### config.mk
export PLATFORM = sky130hd
export DESIGN_NAME = proc_mem_top
export DESIGN_NICKNAME = d
export VERILOG_FILES = /design/src/hdl/mem_bus_pkg.sv /design/src/hdl/mem_req_if.sv /design/src/hdl/data_port.sv /design/src/hdl/fetch_unit.sv /design/src/hdl/mem_arbiter.sv /design/src/hdl/proc_mem_top.sv
export SDC_FILE = /design/constraint.sdc
export NUM_CORES = 1
export LEC_CHECK = 0
export ABC_AREA = 1
export BUFFER_PORTS_ARGS = -buffer_cell sky130_fd_sc_hd__clkbuf_2
export CORE_MARGIN = 3
export CORE_UTILIZATION = 30
export DETAILED_ROUTE_END_ITERATION = 6
export GPL_TIMING_DRIVEN = 1
export PLACE_DENSITY = 0.48
export SYNTH_ARGS = -nofsm -noshare
export SYNTH_HDL_FRONTEND = slang
export SYNTH_SLANG_ARGS = --single-unit
export TNS_END_PERCENT = 10
### constraint.sdc
create_clock -name clock -period 6.81 [get_ports clock]
set_input_delay 0.3405 -clock clock [delete_from_list [all_inputs] [get_ports clock]]
set_output_delay 0.3405 -clock clock [all_outputs]
set_load 0.1 [all_outputs]
### src/hdl/mem_bus_pkg.sv
////////////////////////////////////////////////////////////
// memory bus definitions
// widths, command and size codes, tags and the 64-bit
// memory word shared by fetch, data port and arbiter
////////////////////////////////////////////////////////////

`default_nettype none

package mem_bus_pkg;

    // address width
    parameter int xlen = 32;

    // bus command codes
    typedef enum logic [1:0] {
        bus_none  = 2'h0,
        bus_load  = 2'h1,
        bus_store = 2'h2
    } bus_command_t;

    // access size codes, byte and half not supported here
    typedef enum logic [1:0] {
        word   = 2'h2,
        double = 2'h3
    } mem_size_t;

    // transaction tag, zero means no tag
    typedef logic [3:0] mem_tag_t;

    // two instructions packed in one memory word
    typedef struct packed {
        logic [31:0] hi;
        logic [31:0] lo;
    } inst_pair_t;

    // one memory word, read as data or as two instructions
    typedef union packed {
        logic [63:0] dbl;
        inst_pair_t  inst;
    } mem_word_t;

endpackage

`default_nettype wire

### src/hdl/mem_req_if.sv
////////////////////////////////////////////////////////////
// memory request channel
// one requester talks to the bus arbiter over this link
////////////////////////////////////////////////////////////

`timescale 1ns/1ps
`default_nettype none

interface mem_req_if;
    import mem_bus_pkg::*;

    // requester side
    bus_command_t    command;
    logic [xlen-1:0] addr;
    logic [63:0]     wdata;
    mem_size_t       size;

    // arbiter side
    logic            accepted;
    logic            reply_valid;
    mem_word_t       reply_data;

    modport requester (
        output command, addr, wdata, size,
        input  accepted, reply_valid, reply_data
    );

    modport arbiter (
        input  command, addr, wdata, size,
        output accepted, reply_valid, reply_data
    );

endinterface

`default_nettype wire

### src/hdl/data_port.sv
////////////////////////////////////////////////////////////
// data port
// holds one core load or store until memory takes it,
// then waits for the load reply and returns the data
////////////////////////////////////////////////////////////

`timescale 1ns/1ps
`default_nettype none

module data_port (
    input  logic                          clock,
    input  logic                          reset,
    mem_req_if.requester                  bus,
    input  mem_bus_pkg::bus_command_t     data_command,
    input  logic [mem_bus_pkg::xlen-1:0]  data_addr,
    input  logic [63:0]                   data_wdata,
    input  mem_bus_pkg::mem_size_t        data_size,
    output logic                          data_busy,
    output logic [63:0]                   load_data,
    output logic                          load_valid
);
    import mem_bus_pkg::*;

    // request still waiting for acceptance, bus_none when empty
    bus_command_t    req_cmd;
    // load accepted, reply outstanding
    logic            load_wait;
    logic [xlen-1:0] req_addr;
    logic [63:0]     req_wdata;
    mem_size_t       req_size;
    logic            take;

    // strobe only counts while idle
    assign take = (data_command != bus_none) && !data_busy;

    assign bus.command = req_cmd;
    assign bus.addr    = req_addr;
    assign bus.wdata   = req_wdata;
    assign bus.size    = req_size;

    ////////////////////////////////////////////////////////////
    // control state
    ////////////////////////////////////////////////////////////
    always_ff @(posedge clock or posedge reset) begin
        if (reset) begin
            req_cmd    <= bus_none;
            load_wait  <= 1'b0;
            data_busy  <= 1'b0;
            load_valid <= 1'b0;
        end else begin
            load_valid <= 1'b0;
            if (take) begin
                req_cmd   <= data_command;
                data_busy <= 1'b1;
            end else if (req_cmd != bus_none && bus.accepted) begin
                req_cmd <= bus_none;
                // store is done once accepted
                if (req_cmd == bus_store) begin
                    data_busy <= 1'b0;
                end else begin
                    load_wait <= 1'b1;
                end
            end else if (load_wait && bus.reply_valid) begin
                load_wait  <= 1'b0;
                data_busy  <= 1'b0;
                load_valid <= 1'b1;
            end
        end
    end

    ////////////////////////////////////////////////////////////
    // payload
    ////////////////////////////////////////////////////////////
    always_ff @(posedge clock) begin
        if (take) begin
            req_addr  <= data_addr;
            req_wdata <= data_wdata;
            req_size  <= data_size;
        end
        if (load_wait && bus.reply_valid) begin
            // word loads come back in the low half, zero-extended
            load_data <= (req_size == word) ? {32'b0, bus.reply_data.dbl[31:0]}
                                            : bus.reply_data.dbl;
        end
    end

endmodule

`default_nettype wire

### src/hdl/fetch_unit.sv
////////////////////////////////////////////////////////////
// instruction fetch unit
// sequential pc, one double-word fetch in flight at a time,
// picks the addressed instruction out of the reply
////////////////////////////////////////////////////////////

`timescale 1ns/1ps
`default_nettype none

module fetch_unit #(
    parameter logic [mem_bus_pkg::xlen-1:0] reset_pc = '0
) (
    input  logic                          clock,
    input  logic                          reset,
    mem_req_if.requester                  bus,
    input  logic                          fetch_stall,
    output logic [31:0]                   fetch_inst,
    output logic [mem_bus_pkg::xlen-1:0]  fetch_pc,
    output logic                          fetch_valid
);
    import mem_bus_pkg::*;

    logic [xlen-1:0] pc;
    // fetch accepted, reply not back yet
    logic            waiting;
    // request shown on the link but not accepted
    logic            holding;
    logic            issue;

    // stall blocks new fetches only
    // a request already shown stays up until memory takes it
    assign issue = !waiting && (!fetch_stall || holding);

    assign bus.command = issue ? bus_load : bus_none;
    // double-aligned address of the pc
    assign bus.addr    = {pc[xlen-1:3], 3'b000};
    assign bus.wdata   = '0;
    assign bus.size    = double;

    ////////////////////////////////////////////////////////////
    // control state
    ////////////////////////////////////////////////////////////
    always_ff @(posedge clock or posedge reset) begin
        if (reset) begin
            pc          <= reset_pc;
            waiting     <= 1'b0;
            holding     <= 1'b0;
            fetch_valid <= 1'b0;
        end else begin
            holding     <= issue && !bus.accepted;
            fetch_valid <= 1'b0;
            if (issue && bus.accepted) begin
                waiting <= 1'b1;
            end
            if (waiting && bus.reply_valid) begin
                waiting     <= 1'b0;
                fetch_valid <= 1'b1;
                pc          <= pc + xlen'(4);
            end
        end
    end

    ////////////////////////////////////////////////////////////
    // instruction and pc output
    ////////////////////////////////////////////////////////////
    always_ff @(posedge clock) begin
        if (waiting && bus.reply_valid) begin
            // bit 2 selects upper or lower half of the double
            fetch_inst <= pc[2] ? bus.reply_data.inst.hi : bus.reply_data.inst.lo;
            fetch_pc   <= pc;
        end
    end

endmodule

`default_nettype wire

### src/hdl/mem_arbiter.sv
////////////////////////////////////////////////////////////
// memory bus arbiter
// data requests win over fetches, accepted loads are
// recorded by tag so each reply reaches its owner
////////////////////////////////////////////////////////////

`timescale 1ns/1ps
`default_nettype none

module mem_arbiter (
    input  logic                          clock,
    input  logic                          reset,
    mem_req_if.arbiter                    fetch_bus,
    mem_req_if.arbiter                    data_bus,
    input  mem_bus_pkg::mem_tag_t         mem2proc_response,
    input  mem_bus_pkg::mem_tag_t         mem2proc_tag,
    input  logic [63:0]                   mem2proc_data,
    output mem_bus_pkg::bus_command_t     proc2mem_command,
    output logic [mem_bus_pkg::xlen-1:0]  proc2mem_addr,
    output logic [63:0]                   proc2mem_data,
    output mem_bus_pkg::mem_size_t        proc2mem_size
);
    import mem_bus_pkg::*;

    // owner codes for the tag table
    localparam logic [1:0] own_none  = 2'b00;
    localparam logic [1:0] own_data  = 2'b01;
    localparam logic [1:0] own_fetch = 2'b10;

    logic [1:0] owner_q [16];
    logic       data_sel;
    logic       granted;
    logic       load_taken;
    logic [1:0] grant_owner;

    ////////////////////////////////////////////////////////////
    // grant
    ////////////////////////////////////////////////////////////
    assign data_sel = (data_bus.command != bus_none);

    always_comb begin
        if (data_sel) begin
            proc2mem_command = data_bus.command;
            proc2mem_addr    = data_bus.addr;
            proc2mem_data    = data_bus.wdata;
            proc2mem_size    = data_bus.size;
        end else begin
            // fetch side, always a double load
            proc2mem_command = fetch_bus.command;
            proc2mem_addr    = fetch_bus.addr;
            proc2mem_data    = fetch_bus.wdata;
            proc2mem_size    = double;
        end
    end

    // memory took whatever is on the bus this cycle
    assign granted    = (proc2mem_command != bus_none) && (mem2proc_response != '0);
    assign load_taken = granted && (proc2mem_command == bus_load);
    assign grant_owner = data_sel ? own_data : own_fetch;

    assign data_bus.accepted  = granted && data_sel;
    assign fetch_bus.accepted = granted && !data_sel;

    ////////////////////////////////////////////////////////////
    // reply routing
    ////////////////////////////////////////////////////////////
    // tag zero never gets recorded, so no reply matches it
    assign data_bus.reply_valid  = (mem2proc_tag != '0) &&
                                   (owner_q[mem2proc_tag] == own_data);
    assign fetch_bus.reply_valid = (mem2proc_tag != '0) &&
                                   (owner_q[mem2proc_tag] == own_fetch);

    assign data_bus.reply_data  = mem2proc_data;
    assign fetch_bus.reply_data = mem2proc_data;

    ////////////////////////////////////////////////////////////
    // owner table
    ////////////////////////////////////////////////////////////
    always_ff @(posedge clock or posedge reset) begin
        if (reset) begin
            for (int i = 0; i < 16; i++) begin
                owner_q[i] <= own_none;
            end
        end else begin
            // retire the entry whose reply arrives
            if (mem2proc_tag != '0) begin
                owner_q[mem2proc_tag] <= own_none;
            end
            // new tag from memory, stores get no reply and no entry
            if (load_taken) begin
                owner_q[mem2proc_response] <= grant_owner;
            end
        end
    end

endmodule

`default_nettype wire

### src/hdl/proc_mem_top.sv
////////////////////////////////////////////////////////////
// processor memory front end
// fetch unit and data port sharing one tagged memory bus
// through the arbiter
////////////////////////////////////////////////////////////

`timescale 1ns/1ps
`default_nettype none

module proc_mem_top #(
    parameter logic [mem_bus_pkg::xlen-1:0] reset_pc = '0
) (
    input  logic                          clock,
    input  logic                          reset,
    // memory side
    input  mem_bus_pkg::mem_tag_t         mem2proc_response,
    input  mem_bus_pkg::mem_tag_t         mem2proc_tag,
    input  logic [63:0]                   mem2proc_data,
    output mem_bus_pkg::bus_command_t     proc2mem_command,
    output logic [mem_bus_pkg::xlen-1:0]  proc2mem_addr,
    output logic [63:0]                   proc2mem_data,
    output mem_bus_pkg::mem_size_t        proc2mem_size,
    // fetch side
    input  logic                          fetch_stall,
    output logic [31:0]                   fetch_inst,
    output logic [mem_bus_pkg::xlen-1:0]  fetch_pc,
    output logic                          fetch_valid,
    // core data side
    input  mem_bus_pkg::bus_command_t     data_command,
    input  logic [mem_bus_pkg::xlen-1:0]  data_addr,
    input  logic [63:0]                   data_wdata,
    input  mem_bus_pkg::mem_size_t        data_size,
    output logic                          data_busy,
    output logic [63:0]                   load_data,
    output logic                          load_valid
);

    // one channel per requester
    mem_req_if fetch_bus ();
    mem_req_if data_bus ();

    fetch_unit #(
        .reset_pc (reset_pc)
    ) u_fetch_unit (
        .clock       (clock),
        .reset       (reset),
        .bus         (fetch_bus.requester),
        .fetch_stall (fetch_stall),
        .fetch_inst  (fetch_inst),
        .fetch_pc    (fetch_pc),
        .fetch_valid (fetch_valid)
    );

    data_port u_data_port (
        .clock        (clock),
        .reset        (reset),
        .bus          (data_bus.requester),
        .data_command (data_command),
        .data_addr    (data_addr),
        .data_wdata   (data_wdata),
        .data_size    (data_size),
        .data_busy    (data_busy),
        .load_data    (load_data),
        .load_valid   (load_valid)
    );

    // data side has priority on the shared bus
    mem_arbiter u_mem_arbiter (
        .clock             (clock),
        .reset             (reset),
        .fetch_bus         (fetch_bus.arbiter),
        .data_bus          (data_bus.arbiter),
        .mem2proc_response (mem2proc_response),
        .mem2proc_tag      (mem2proc_tag),
        .mem2proc_data     (mem2proc_data),
        .proc2mem_command  (proc2mem_command),
        .proc2mem_addr     (proc2mem_addr),
        .proc2mem_data     (proc2mem_data),
        .proc2mem_size     (proc2mem_size)
    );

endmodule

`default_nettype wire

Yosys cells after proc, flatten, opt, wreduce, memory -nomap -nowiden
Index checks and enable logic that the tools add are counted.
{"block": "word_totals", "reg_bits": 298, "input_bits": 175, "out_inout_bits": 231, "elab_cells": 111}
{"block": "classes", "add_sub_neg": 1, "magnitude_cmp": 4, "eq_ne": 7, "n_mux": 31, "bitwise_logic": 5, "n_reduce_logical": 32}
{"operator": "$mux W32", "count": 4}
{"operator": "$mux W64", "count": 1}
{"operator": "$add A32 B3 Y32 const B", "count": 1}
{"operator": "$and A32 B32 Y32", "count": 1}
{"operator": "$bwmux W32", "count": 1}
{"operator": "$not A32 Y32", "count": 1}
{"operator": "$mux W2", "count": 9}
{"operator": "$demux W2 S4", "count": 2}
{"operator": "$logic_and A1 B1 Y1", "count": 15}
{"operator": "$mux W1", "count": 13}
{"operator": "$reduce_bool A2 Y1", "count": 6}
{"operator": "$ge A5 B5 Y1 const B", "count": 2}
{"operator": "$lt A5 B1 Y1 const B", "count": 2}
{"operator": "$not A4 Y5", "count": 2}
{"operator": "$bmux W2 S4", "count": 1}
{"operator": "$reduce_bool A4 Y1", "count": 2}
{"operator": "$eq A2 B2 Y1 const B", "count": 3}
{"operator": "$logic_not A1 Y1", "count": 5}
{"operator": "$eq A2 B1 Y1 const B", "count": 2}
{"operator": "$ne A3 B2 Y1 const B", "count": 1}
{"operator": "$reduce_and A3 Y1", "count": 1}
{"operator": "$reduce_bool A3 Y1", "count": 1}
{"operator": "$ne A2 B2 Y1 const B", "count": 1}
{"operator": "$reduce_and A2 Y1", "count": 1}
{"operator": "2 further kinds", "count": 2}

Logic depth before layout (Yosys ltp)
Gate-level depths: netlist of the first run.
{"block": "logic_depth", "word_depth": 11, "mapped_depth": 15, "depth_no_buf": 12}

Cells and area by module
From an unflattened synthesis of the first run, not the netlist that was laid out.
{"block": "unflattened", "hier_cells": 1494, "hier_area_um2": 14441.4}
{"mod": "data_port", "instances": 1, "cells_each": 257, "area_per_inst_um2": 5367.6, "seq_area_each_um2": 4989.8}
{"mod": "fetch_unit", "instances": 1, "cells_each": 499, "area_per_inst_um2": 4874.7, "seq_area_each_um2": 2687.6}
{"mod": "mem_arbiter", "instances": 1, "cells_each": 738, "area_per_inst_um2": 4199.0, "seq_area_each_um2": 800.8}

Least setup slack after synthesis of the first run
OpenSTA, ideal clock, no wires.
{"block": "synth_timing", "kind": "input-to-reg", "start": "in mem2proc_tag[0]", "end": "reg u_data_port.load_data[0], enable pin", "setup_time_ps": 565, "t_arrival_ps": 5459, "required_ps": 6245, "path_slack_ps": 786, "stages": 10, "n_path_buf": 2, "path_cell_list": "buf_4 > inv_4 > buf_6 > nand2_1 > nand2_1 > nand2_1 > nand2_1 > nand2_1 > nand4_1 > nor3_1"}
{"block": "synth_between", "elab_chain_len": 7, "word_cells_on_any_way": 8, "cone_classes": "1 x eq/ne; 3 x mux; 1 x bitwise; 3 x reduce/logical"}
{"element": "start, declared", "line_no": "proc_mem_top.sv:17", "source": "input mem_bus_pkg::mem_tag_t mem2proc_tag,"}
{"element": "$not A4 Y5 (implied by the code)", "line_no": "mem_arbiter.sv:69", "source": "(owner_q[mem2proc_tag] == own_data);"}
{"element": "$bmux W2 S4", "line_no": "mem_arbiter.sv:69"}
{"element": "$mux W2 (implied by the code) (2 in series)", "line_no": "mem_arbiter.sv:69"}
{"element": "$eq A2 B1 Y1", "line_no": "mem_arbiter.sv:69"}
{"element": "$logic_and A1 B1 Y1 *", "line_no": "mem_arbiter.sv:68", "source": "assign data_bus.reply_valid = (mem2proc_tag != '0) &&"}
{"element": "$logic_and A1 B1 Y1 *", "line_no": "data_port.sv:80", "source": "if (load_wait && bus.reply_valid) begin"}
{"element": "end signal, assigned", "line_no": "data_port.sv:82", "source": "load_data <= (req_size == word) ? {32'b0, bus.reply_data.dbl[31:0]}"}
{"element": "end, declared", "line_no": "data_port.sv:19", "source": "output logic [63:0] load_data,"}
Mark *: on every way between the ends. The rest lies on a longest branch, timed or not. The select of a mux whose other input is x is not followed.
A chain may end at the register's enable or synchronous reset.

Worst setup path in the final report of the first run
{"block": "layout_timing", "start": "reg u_data_port.req_cmd[1], in the netlist u_data_port.bus.command[1]", "end": "out proc2mem_addr[9] (netlist name)"}
{"block": "layout_between", "elab_chain_len": 2}
{"element": "start, declared", "line_no": "data_port.sv:25", "source": "bus_command_t req_cmd;"}
{"element": "start signal, assigned", "line_no": "data_port.sv:46", "source": "req_cmd <= bus_none;"}
{"element": "start signal, assigned", "line_no": "data_port.sv:53", "source": "req_cmd <= data_command;"}
{"element": "start signal, assigned", "line_no": "data_port.sv:56", "source": "req_cmd <= bus_none;"}
{"element": "$reduce_bool A2 Y1", "line_no": "mem_arbiter.sv:39", "source": "assign data_sel = (data_bus.command != bus_none);"}
{"element": "$mux W32", "line_no": "mem_arbiter.sv:42", "source": "if (data_sel) begin"}
{"element": "end, declared", "line_no": "proc_mem_top.sv:20", "source": "output logic [mem_bus_pkg::xlen-1:0] proc2mem_addr,"}
No other way between the ends.

==> results.sh, run 1 <==
export IMPL_status="finished clean"
export IMPL_ir_drop_mv=0.492
export IMPL_grt_ovfl_total=0
export IMPL_start_util=0.306
export IMPL_switching_share=0.523
export IMPL_clk_path_buf_depth=3
export IMPL_maxCapViolations=0
export IMPL_ys_warn_count=0
export IMPL_tritoncts="built"
export IMPL_grt_pass1_wl_mm=57.6
export IMPL_synth_top_area_cell="edfxtp_1"
export IMPL_hold_path_class="in -> reg"
export IMPL_clk_pin_slew_ns=0.06
export IMPL_grt_util_all_layers=0.169
export IMPL_cts_inserted_buffers=35
export IMPL_post_cts_buffers=0
export IMPL_netlist_area_um2=12200
export IMPL_drt_pass1_iterations=5
export IMPL_worst_slew_pin_slew_ns=0.966
export IMPL_power_uw=8600
export IMPL_cp_end_kind="output port"
export IMPL_diodes=0
export IMPL_core_area_um2=39900
export IMPL_synth_top_area_frac=0.551
export IMPL_r2r_worst_path_cells=9
export IMPL_p_leak_uw=0.00788
export IMPL_power_frac_seq=0.298
export IMPL_vias=9796
export IMPL_async_flop_share=0.238
export IMPL_cp_endpoint="proc2mem_addr[9]"
export IMPL_synth_flop_cell="edfxtp_1"
export IMPL_p_int_uw=4100
export IMPL_die_y_um=208
export IMPL_power_density_nw_per_um2=502
export IMPL_h_tree_depth=2
export IMPL_required_ns=6.47
export IMPL_synth_area_leaders="edfxtp_1 (55%), dfrtp_1 (14%), nand2_1 (10%), nor2_1 (4.7%), inv_1 (4.4%)"
export IMPL_fp_row_count=73
export IMPL_cts_sinks=294
export IMPL_clk_latency_ns=0.53
export IMPL_seq_area_frac_synth=0.695
export IMPL_synth_cell_types=30
export IMPL_hpwl_mm=26.2
export IMPL_ant_nets=0
export IMPL_setup_viol=0
export IMPL_min_period_over_period=0.559
export IMPL_combPwrFrac=0.482
export IMPL_hold_viol=0
export IMPL_min_from="mem2proc_data[23]"
export IMPL_switchingPower_uw=4500
export IMPL_arrival_ns=3.47
export IMPL_min_period_ns=3.81
export IMPL_path_class="reg -> out"
export IMPL_drc=0
export IMPL_r2r_end="u_fetch_unit.fetch_pc[7]"
export IMPL_slew_headroom=0.356
export IMPL_port_buffers=403
export IMPL_drt_wl_total_mm=36.9
export IMPL_r2r_slack_ns=3.82
export IMPL_gp_congestion=0.885
export IMPL_grt_max_degree=80
export IMPL_drive_gt1_frac=0.277
export IMPL_slew_violations=0
export IMPL_cp_startpoint="u_data_port.bus.command[1]"
export IMPL_timing_fmax_mhz=263
export IMPL_final_net_count=1870
export IMPL_finalClockSkew_ns=0.0264
export IMPL_syn_inst=1164
export IMPL_cts_root_buffer_cell="clkbuf_16"
export IMPL_fin_setup_tns_ns=0
export IMPL_syn_avg_cell_area_um2=10.5
export IMPL_rsz0062_at_grt="no"
export IMPL_crit_fanout=79
export IMPL_ys_ff_latch=294
export IMPL_mostFrequentLayoutCell="clkbuf_2"
export IMPL_p_clk_frac=0.220
export IMPL_die_area_um2=43100
export IMPL_areaGrowthSynthToFinish_pct=40.5
export IMPL_die_x_um=208
export IMPL_final_cells=2245
export IMPL_viasPerCell=4.36
export IMPL_drt_initial_drc_count=576
export IMPL_grt_pass1_vias=10189
export IMPL_start_kind="flip-flop"
export IMPL_place_inst=2059
export IMPL_synth_edff_count=224
export IMPL_mostFrequentLayoutCells="clkbuf_2 (403), nand2_1 (341), edfxtp_1 (224)"
export IMPL_regToRegStartpoint="u_mem_arbiter.owner_q[25]"
export IMPL_post_drt_wl_per_cell_um=16.4
export IMPL_antenna_found_initial=0
export IMPL_io_pins=406
## critical path, cell delays in order (launching register included)
cell and delay (ns):
dfrtp_1 0.43, nor2_4 0.09, buf_4 0.65, inv_2 0.45, buf_4 0.41, o21ai_0 0.33, clkbuf_2 0.54
## per-stage QoR
stage	utilization	area, µm²	setup WS, ns	hold slack (ns)
3_5_place_dp	0.369	14700	3.22	0.368
3_3_place_gp	0.369	14700	3.30	0.377
2_1_floorplan	-	12200	0.786	0.420
6_report	0.429	17100	3.00	0.0449
4_1_cts	0.429	17100	2.85	0.00104
5_1_grt	0.429	17100	2.76	0.0172
## power groups by stage
stage               registers [µW]  logic (µW)  clock network (µW)
floorplan                     3450        2540                   0
global placement              2600        4120                   0
detailed placement            2600        4120                   0
CTS                           2570        4180                1970
global route                  2600        4360                2030
finish                        2560        4150                1890
## flip-flops by register name (all words and copies together) (netlist names), 2 cells and up
signal	count
u_fetch_unit.fetch_inst	32
u_data_port.bus.command	2
u_data_port.bus.addr	32
u_data_port.bus.size	2
u_mem_arbiter.owner_q	32
u_fetch_unit.pc	30
u_data_port.bus.wdata	64
u_data_port.load_data	64
u_fetch_unit.fetch_pc	30
## area by class of cell
class	instances	area [µm²]
multi-input combinational	683	2980
tap	525	657
inverter	147	561
clock inverter	16	188
fill	3806	22800
sequential	294	8480
timing repair buffer	533	3300
clock buffer	47	973
## metal layers
metal	routed length (µm)	track usage
met5	0	0
met4	930	0.0584
met3	3400	0.0562
met2	16900	0.275
met1	15700	0.211
## repair_timing
| action | 4_1_cts | 5_1_grt |
|---|---|---|
| hold buffers | 123 | 0 |
| endpoints found under the hold margin | 123 | 0 |
| gates resized for setup | 0 | 0 |
## worst min path at each step
stage                                            to  depth (start not counted)  slack, ns
after global routing      u_data_port.load_data[12]                          1       0.02
after global placement    u_mem_arbiter.owner_q[30]                          0       0.38
final                     u_data_port.load_data[23]                          1       0.04
after CTS                 u_data_port.load_data[23]                          1      0.001
after detailed placement  u_mem_arbiter.owner_q[30]                          0       0.37
after floorplan            u_fetch_unit.fetch_pc[4]                          0       0.42
## logic make-up (layout without fill, tap and decap cells)
| logic type | count (synthesis) | after routing | synth area share |
|---|---|---|---|
| buffers and inverters | 188 | 743 | 0.0626 |
| flip-flops | 294 | 294 | 0.695 |
| AO/OA/AOI/OAI | 100 | 100 | 0.0421 |
| adder cells (fa/ha/maj) | 1 | 1 | 0.00103 |
| XOR/XNOR | 29 | 29 | 0.0208 |
| AND/OR/NAND/NOR | 551 | 551 | 0.178 |
| other | 1 | 2 | 0.000307 |
## cell usage after synthesis (all sizes together) (2+ instances only)
master    n
clkbuf   25
nand4     4
nor2    154
nor3     25
inv     147
o21a      2
a21oi    16
xnor2     2
nand3    25
o21ai    79
dfrtp    70
xor2     27
edfxtp  224
buf      16
nand2   341
Note: power is estimated with default switching activity, not from simulation.
==> run 2: changes to the inputs <==
PLACE_DENSITY = 0.5   (was 0.48)
clock period = 3.4 ns   (was 6.81 ns; I/O delays follow)
==> results.sh, run 2 (synthesized netlist as in run 1, its figures left out) <==
export IMPL_slew_violations=0
export IMPL_cts_root_buffer_cell="clkbuf_16"
export IMPL_finalClockSkew_ns=0.0184
export IMPL_cts_inserted_buffers=36
export IMPL_post_cts_buffers=0
export IMPL_worst_path_stages=5
export IMPL_cts_hold_buffers_added=163
export IMPL_final_net_count=1918
export IMPL_cts_sinks=294
export IMPL_path_class="reg -> out"
export IMPL_grt_pass1_vias=10484
export IMPL_path_buf_inv=2
export IMPL_fin_setup_tns_ns=0
export IMPL_cp_end_kind="output port"
export IMPL_path_cells="nor2_4, buf_4, nand2_1, nand2_1, clkbuf_2"
export IMPL_maxCapViolations=0
export IMPL_die_x_um=208
export IMPL_min_from="mem2proc_data[50]"
export IMPL_post_drt_wl_per_cell_um=16.3
export IMPL_antenna_found_initial=0
export IMPL_min_period_ns=2.69
export IMPL_grt_ovfl_total=0
export IMPL_start_kind="flip-flop"
export IMPL_clk_path_buf_depth=3
export IMPL_path_delay_family="buffers and inverters"
export IMPL_hpwl_mm=26.8
export IMPL_met3_usage=0.0621
export IMPL_slew_headroom=0.453
export IMPL_grt_max_degree=79
export IMPL_globalRouteMet1Util=0.213
export IMPL_start_util=0.306
export IMPL_hold_path_class="in -> reg"
export IMPL_h_tree_depth=2
export IMPL_max_stage_delay_ns=0.63
export IMPL_vias=9987
export IMPL_drt_initial_drc_count=476
export IMPL_crit_path_frequent_cell="nand2_1"
export IMPL_mostFrequentLayoutCells="clkbuf_2 (403), nand2_1 (341), edfxtp_1 (224)"
export IMPL_p_leak_uw=0.00809
export IMPL_drt_wl_total_mm=37.4
export IMPL_whs_path_depth=3
export IMPL_regToRegStartpoint="u_mem_arbiter.owner_q[21]"
export IMPL_timing_fmax_mhz=371
export IMPL_grt_util_all_layers=0.172
export IMPL_gp_congestion=0.862
export IMPL_postPlaceCellArea_um2=14800
export IMPL_worst_slew_pin_slew_ns=0.821
export IMPL_r2r_worst_path_cells=8
export IMPL_cp_startpoint="u_data_port.bus.command[1]"
export IMPL_die_y_um=208
export IMPL_rsz0062_at_grt="no"
export IMPL_drc=0
export IMPL_arrival_ns=2.52
export IMPL_crit_fanout=78
export IMPL_mostFrequentLayoutCell="clkbuf_2"
export IMPL_viasPerCell=4.36
export IMPL_tritoncts="built"
export IMPL_drive_gt1_frac=0.272
export IMPL_grt_busiest_layer="met2"
export IMPL_setup_viol=0
export IMPL_hold_viol=0
export IMPL_use_met2=0.275
export IMPL_ir_drop_mv=0.840
export IMPL_fin_area_um2=17700
export IMPL_core_area_um2=39900
export IMPL_die_area_um2=43100
export IMPL_post_cts_resized=0
export IMPL_io_pins=406
export IMPL_drt_pass1_iterations=4
export IMPL_power_density_nw_per_um2=984
export IMPL_ant_nets=0
export IMPL_crit_path_top_delay_cell="buf_4"
export IMPL_required_ns=3.23
export IMPL_status="finished clean"
export IMPL_diodes=0
export IMPL_grt_pass1_wl_mm=58.6
export IMPL_fp_row_count=73
export IMPL_port_buffers=403
export IMPL_clk_latency_ns=0.53
export IMPL_min_period_over_period=0.793
export IMPL_areaGrowthSynthToFinish_pct=44.7
export IMPL_clk_pin_slew_ns=0.05
==> run 2: changes by cell type in the layout (fill, tap and decap cells not counted), sizes merged <==
| cell | before | now |
|---|---|---|
| clkinvlp | 1 | 2 |
| clkbuf | 450 | 446 |
| dlygate4sd3 | 123 | 163 |
| bufinv | 4 | 5 |
| inv | 146 | 148 |
| buf | 7 | 14 |
==> run 2: worst reg2reg max path, cell delays in order (launching register included) <==
cell	delay, ns
dfrtp_1	0.39
nand2_1	0.07
nand2_1	0.06
nand2_1	0.05
nand3_1	0.07
nand2_1	0.08
nand4_1	0.22
nor3_4	0.52
buf_4	0.35
==> run 2: where the power goes <==
part / switching, µW / internal, µW / leakage (µW)
clock: 1460 / 2360 / 0.000564
combinational: 7260 / 1160 / 0.00448
sequential: 311 / 4820 / 0.00304
total: 9030 / 8340 / 0.00809
==> run 2: path summary, 6_finish.rpt <==
| check | slack [ns] | to |
|---|---|---|
| max | 0.71 | proc2mem_addr[4] |
| min | 0.04 | u_data_port.load_data[50] |
| max in group asynchronous | 2.23 | u_data_port.data_busy |
| min reg2reg | 0.38 | u_mem_arbiter.owner_q[30] |
| max reg2reg | 1.28 | u_data_port.load_data[26] |
| min in group asynchronous | 0.35 | u_fetch_unit.fetch_valid |
==> run 2: per-layer routing <==
metal | wire length (µm) | vias up
met4 | 1190 | 0
met5 | 0 | -
met3 | 3600 | 56
met1 | 15700 | 4580
li1 | - | 4904
met2 | 16900 | 447
==> run 2: final cells by class <==
class                   count  area, µm²
clock buffers              43        948
clock inverters            20        223
fillers                  3717      22300
inverters                 147        559
multi-input cells         683       2980
flip-flops and latches    294       8480
well taps                 525        657
repair buffers            580       3800
==> run 2: stage by stage <==
step	total power, µW	hold WS [ns]	util	setup slack [ns]	instances
floorplan	12000	0.269	-	-0.141	1165
global placement	13500	0.346	0.372	0.979	2066
detailed placement	13500	0.347	0.372	0.898	2066
CTS	17600	0.00631	0.442	0.622	2292
global route	18200	0.0339	0.442	0.457	2292
finish	17400	0.0440	0.442	0.705	2292
==> run 3: changes to the inputs <==
PLACE_DENSITY = 0.48   (was 0.5)
clock period = 2.5 ns   (was 3.4 ns; I/O delays follow)
==> results.sh, run 3 (synthesized netlist as in run 1, its figures left out) <==
export IMPL_status="finished clean"
export IMPL_gp_congestion=0.854
export IMPL_drt_pass1_iterations=4
export IMPL_vias=9954
export IMPL_cp_end_kind="output port"
export IMPL_post_cts_buffers=0
export IMPL_hold_viol=0
export IMPL_diodes=0
export IMPL_finalClockSkew_ns=0.0238
export IMPL_grt_pass1_vias=10301
export IMPL_min_period_over_period=0.884
export IMPL_mostFrequentLayoutCell="clkbuf_2"
export IMPL_io_pins=406
export IMPL_hold_path_class="in -> reg"
export IMPL_fillerInstances=3754
export IMPL_drc=0
export IMPL_cts_root_buffer_cell="clkbuf_16"
export IMPL_core_area_um2=39900
export IMPL_grt_util_all_layers=0.174
export IMPL_worst_slew_pin_slew_ns=0.655
export IMPL_drive_gt1_frac=0.277
export IMPL_die_y_um=208
export IMPL_rsz0062_at_grt="no"
export IMPL_grt_pass1_wl_mm=59.2
export IMPL_ir_drop_mv=1.18
export IMPL_maxCapViolations=0
export IMPL_path_class="reg -> out"
export IMPL_grt_max_degree=79
export IMPL_die_x_um=208
export IMPL_port_buffers=403
export IMPL_antenna_found_initial=0
export IMPL_hpwl_mm=27.4
export IMPL_die_area_um2=43100
export IMPL_final_cells=2306
export IMPL_min_period_ns=2.21
export IMPL_h_tree_depth=2
export IMPL_ant_nets=0
export IMPL_post_cts_resized=0
export IMPL_cts_sinks=294
export IMPL_start_util=0.306
export IMPL_grt_ovfl_total=0
export IMPL_start_kind="flip-flop"
export IMPL_postPlaceCellArea_um2=15400
export IMPL_fin_area_um2=18300
export IMPL_required_ns=2.38
export IMPL_post_drt_wl_per_cell_um=16.4
export IMPL_areaGrowthSynthToFinish_pct=49.8
export IMPL_final_net_count=1930
export IMPL_arrival_ns=2.08
export IMPL_drt_wl_total_mm=37.9
export IMPL_timing_fmax_mhz=453
export IMPL_slew_violations=0
export IMPL_cts_inserted_buffers=35
export IMPL_drt_initial_drc_count=542
export IMPL_cts_hold_buffers_added=168
export IMPL_place_inst=2074
export IMPL_clk_path_buf_depth=3
export IMPL_p_leak_uw=0.00830
export IMPL_clk_latency_ns=0.55
export IMPL_mostFrequentLayoutCells="clkbuf_2 (373), nand2_1 (341), edfxtp_1 (224)"
export IMPL_clk_pin_slew_ns=0.06
export IMPL_tritoncts="built"
export IMPL_viasPerCell=4.32
export IMPL_power_density_nw_per_um2=1340
export IMPL_slew_headroom=0.565
export IMPL_crit_fanout=78
export IMPL_fp_row_count=73
export IMPL_setup_viol=0
export IMPL_power_uw=24600
[run 3: cell count changes in the layout (fill, tap and decap cells not counted), moves of 4 or more]
cell / change
dlygate4sd3_1: +5
clkinv_1: -4
buf_12: +35
clkinv_2: +4
clkbuf_2: -30
[run 3: layer usage]
metal,up-vias,GRT usage,share of wire
li1,4921,-,-
met1,4565,0.220,0.43
met2,411,0.280,0.45
met3,57,0.0582,0.091
met4,0,0.0628,0.028
met5,-,0,0
[run 3: where the power goes]
part,internal (µW),switching [µW]
sequential,6550,430
combinational,2330,10000
clock,3170,2040
total,12000,12500
[run 3: area by class of cell]
type                            instances  area, µm²  share of cell area
Sequential cell                       294       8480               0.464
Clock inverter                         21        238              0.0130
Clock buffer                           43        927              0.0507
Tap cell                              525        657              0.0359
Inverter                              147        563              0.0308
Timing Repair Buffer                  593       4430               0.242
Multi-Input combinational cell        683       2980               0.163
[run 3: critical path, cell delays in order, from the launching register on]
cell and delay, ns:
dfrtp_1 0.46, nor2_4 0.16, buf_12 0.29, or2_2 0.17
clkbuf_2 0.46
[run 3: path summary, 6_finish.rpt]
kind	startpoint	to	slack (ns)	cells past startpoint
setup / recovery	u_data_port.bus.command[1]	proc2mem_size[0]	0.29	4
hold / removal	mem2proc_tag[3]	u_mem_arbiter.owner_q[0]	0.06	4
setup reg to reg	u_fetch_unit.pc[3]	u_fetch_unit.pc[26]	0.53	8
hold reg to reg	u_mem_arbiter.owner_q[30]	u_mem_arbiter.owner_q[30]	0.41	0
max in group asynchronous	reset	u_data_port.data_busy	1.92	4
min in group asynchronous	reset	u_fetch_unit.fetch_valid	0.24	4
[run 3: stage by stage]
step	TNS (ns)	hold WS (ns)	setup slack [ns]	utilization
global placement	0	0.253	0.302	0.386
detailed placement	0	0.246	0.256	0.386
CTS	0	0.0101	0.189	0.458
global route	0	0.0560	0.135	0.458
finish	0	0.0608	0.291	0.458
floorplan	-107.31	0.224	-0.712	-
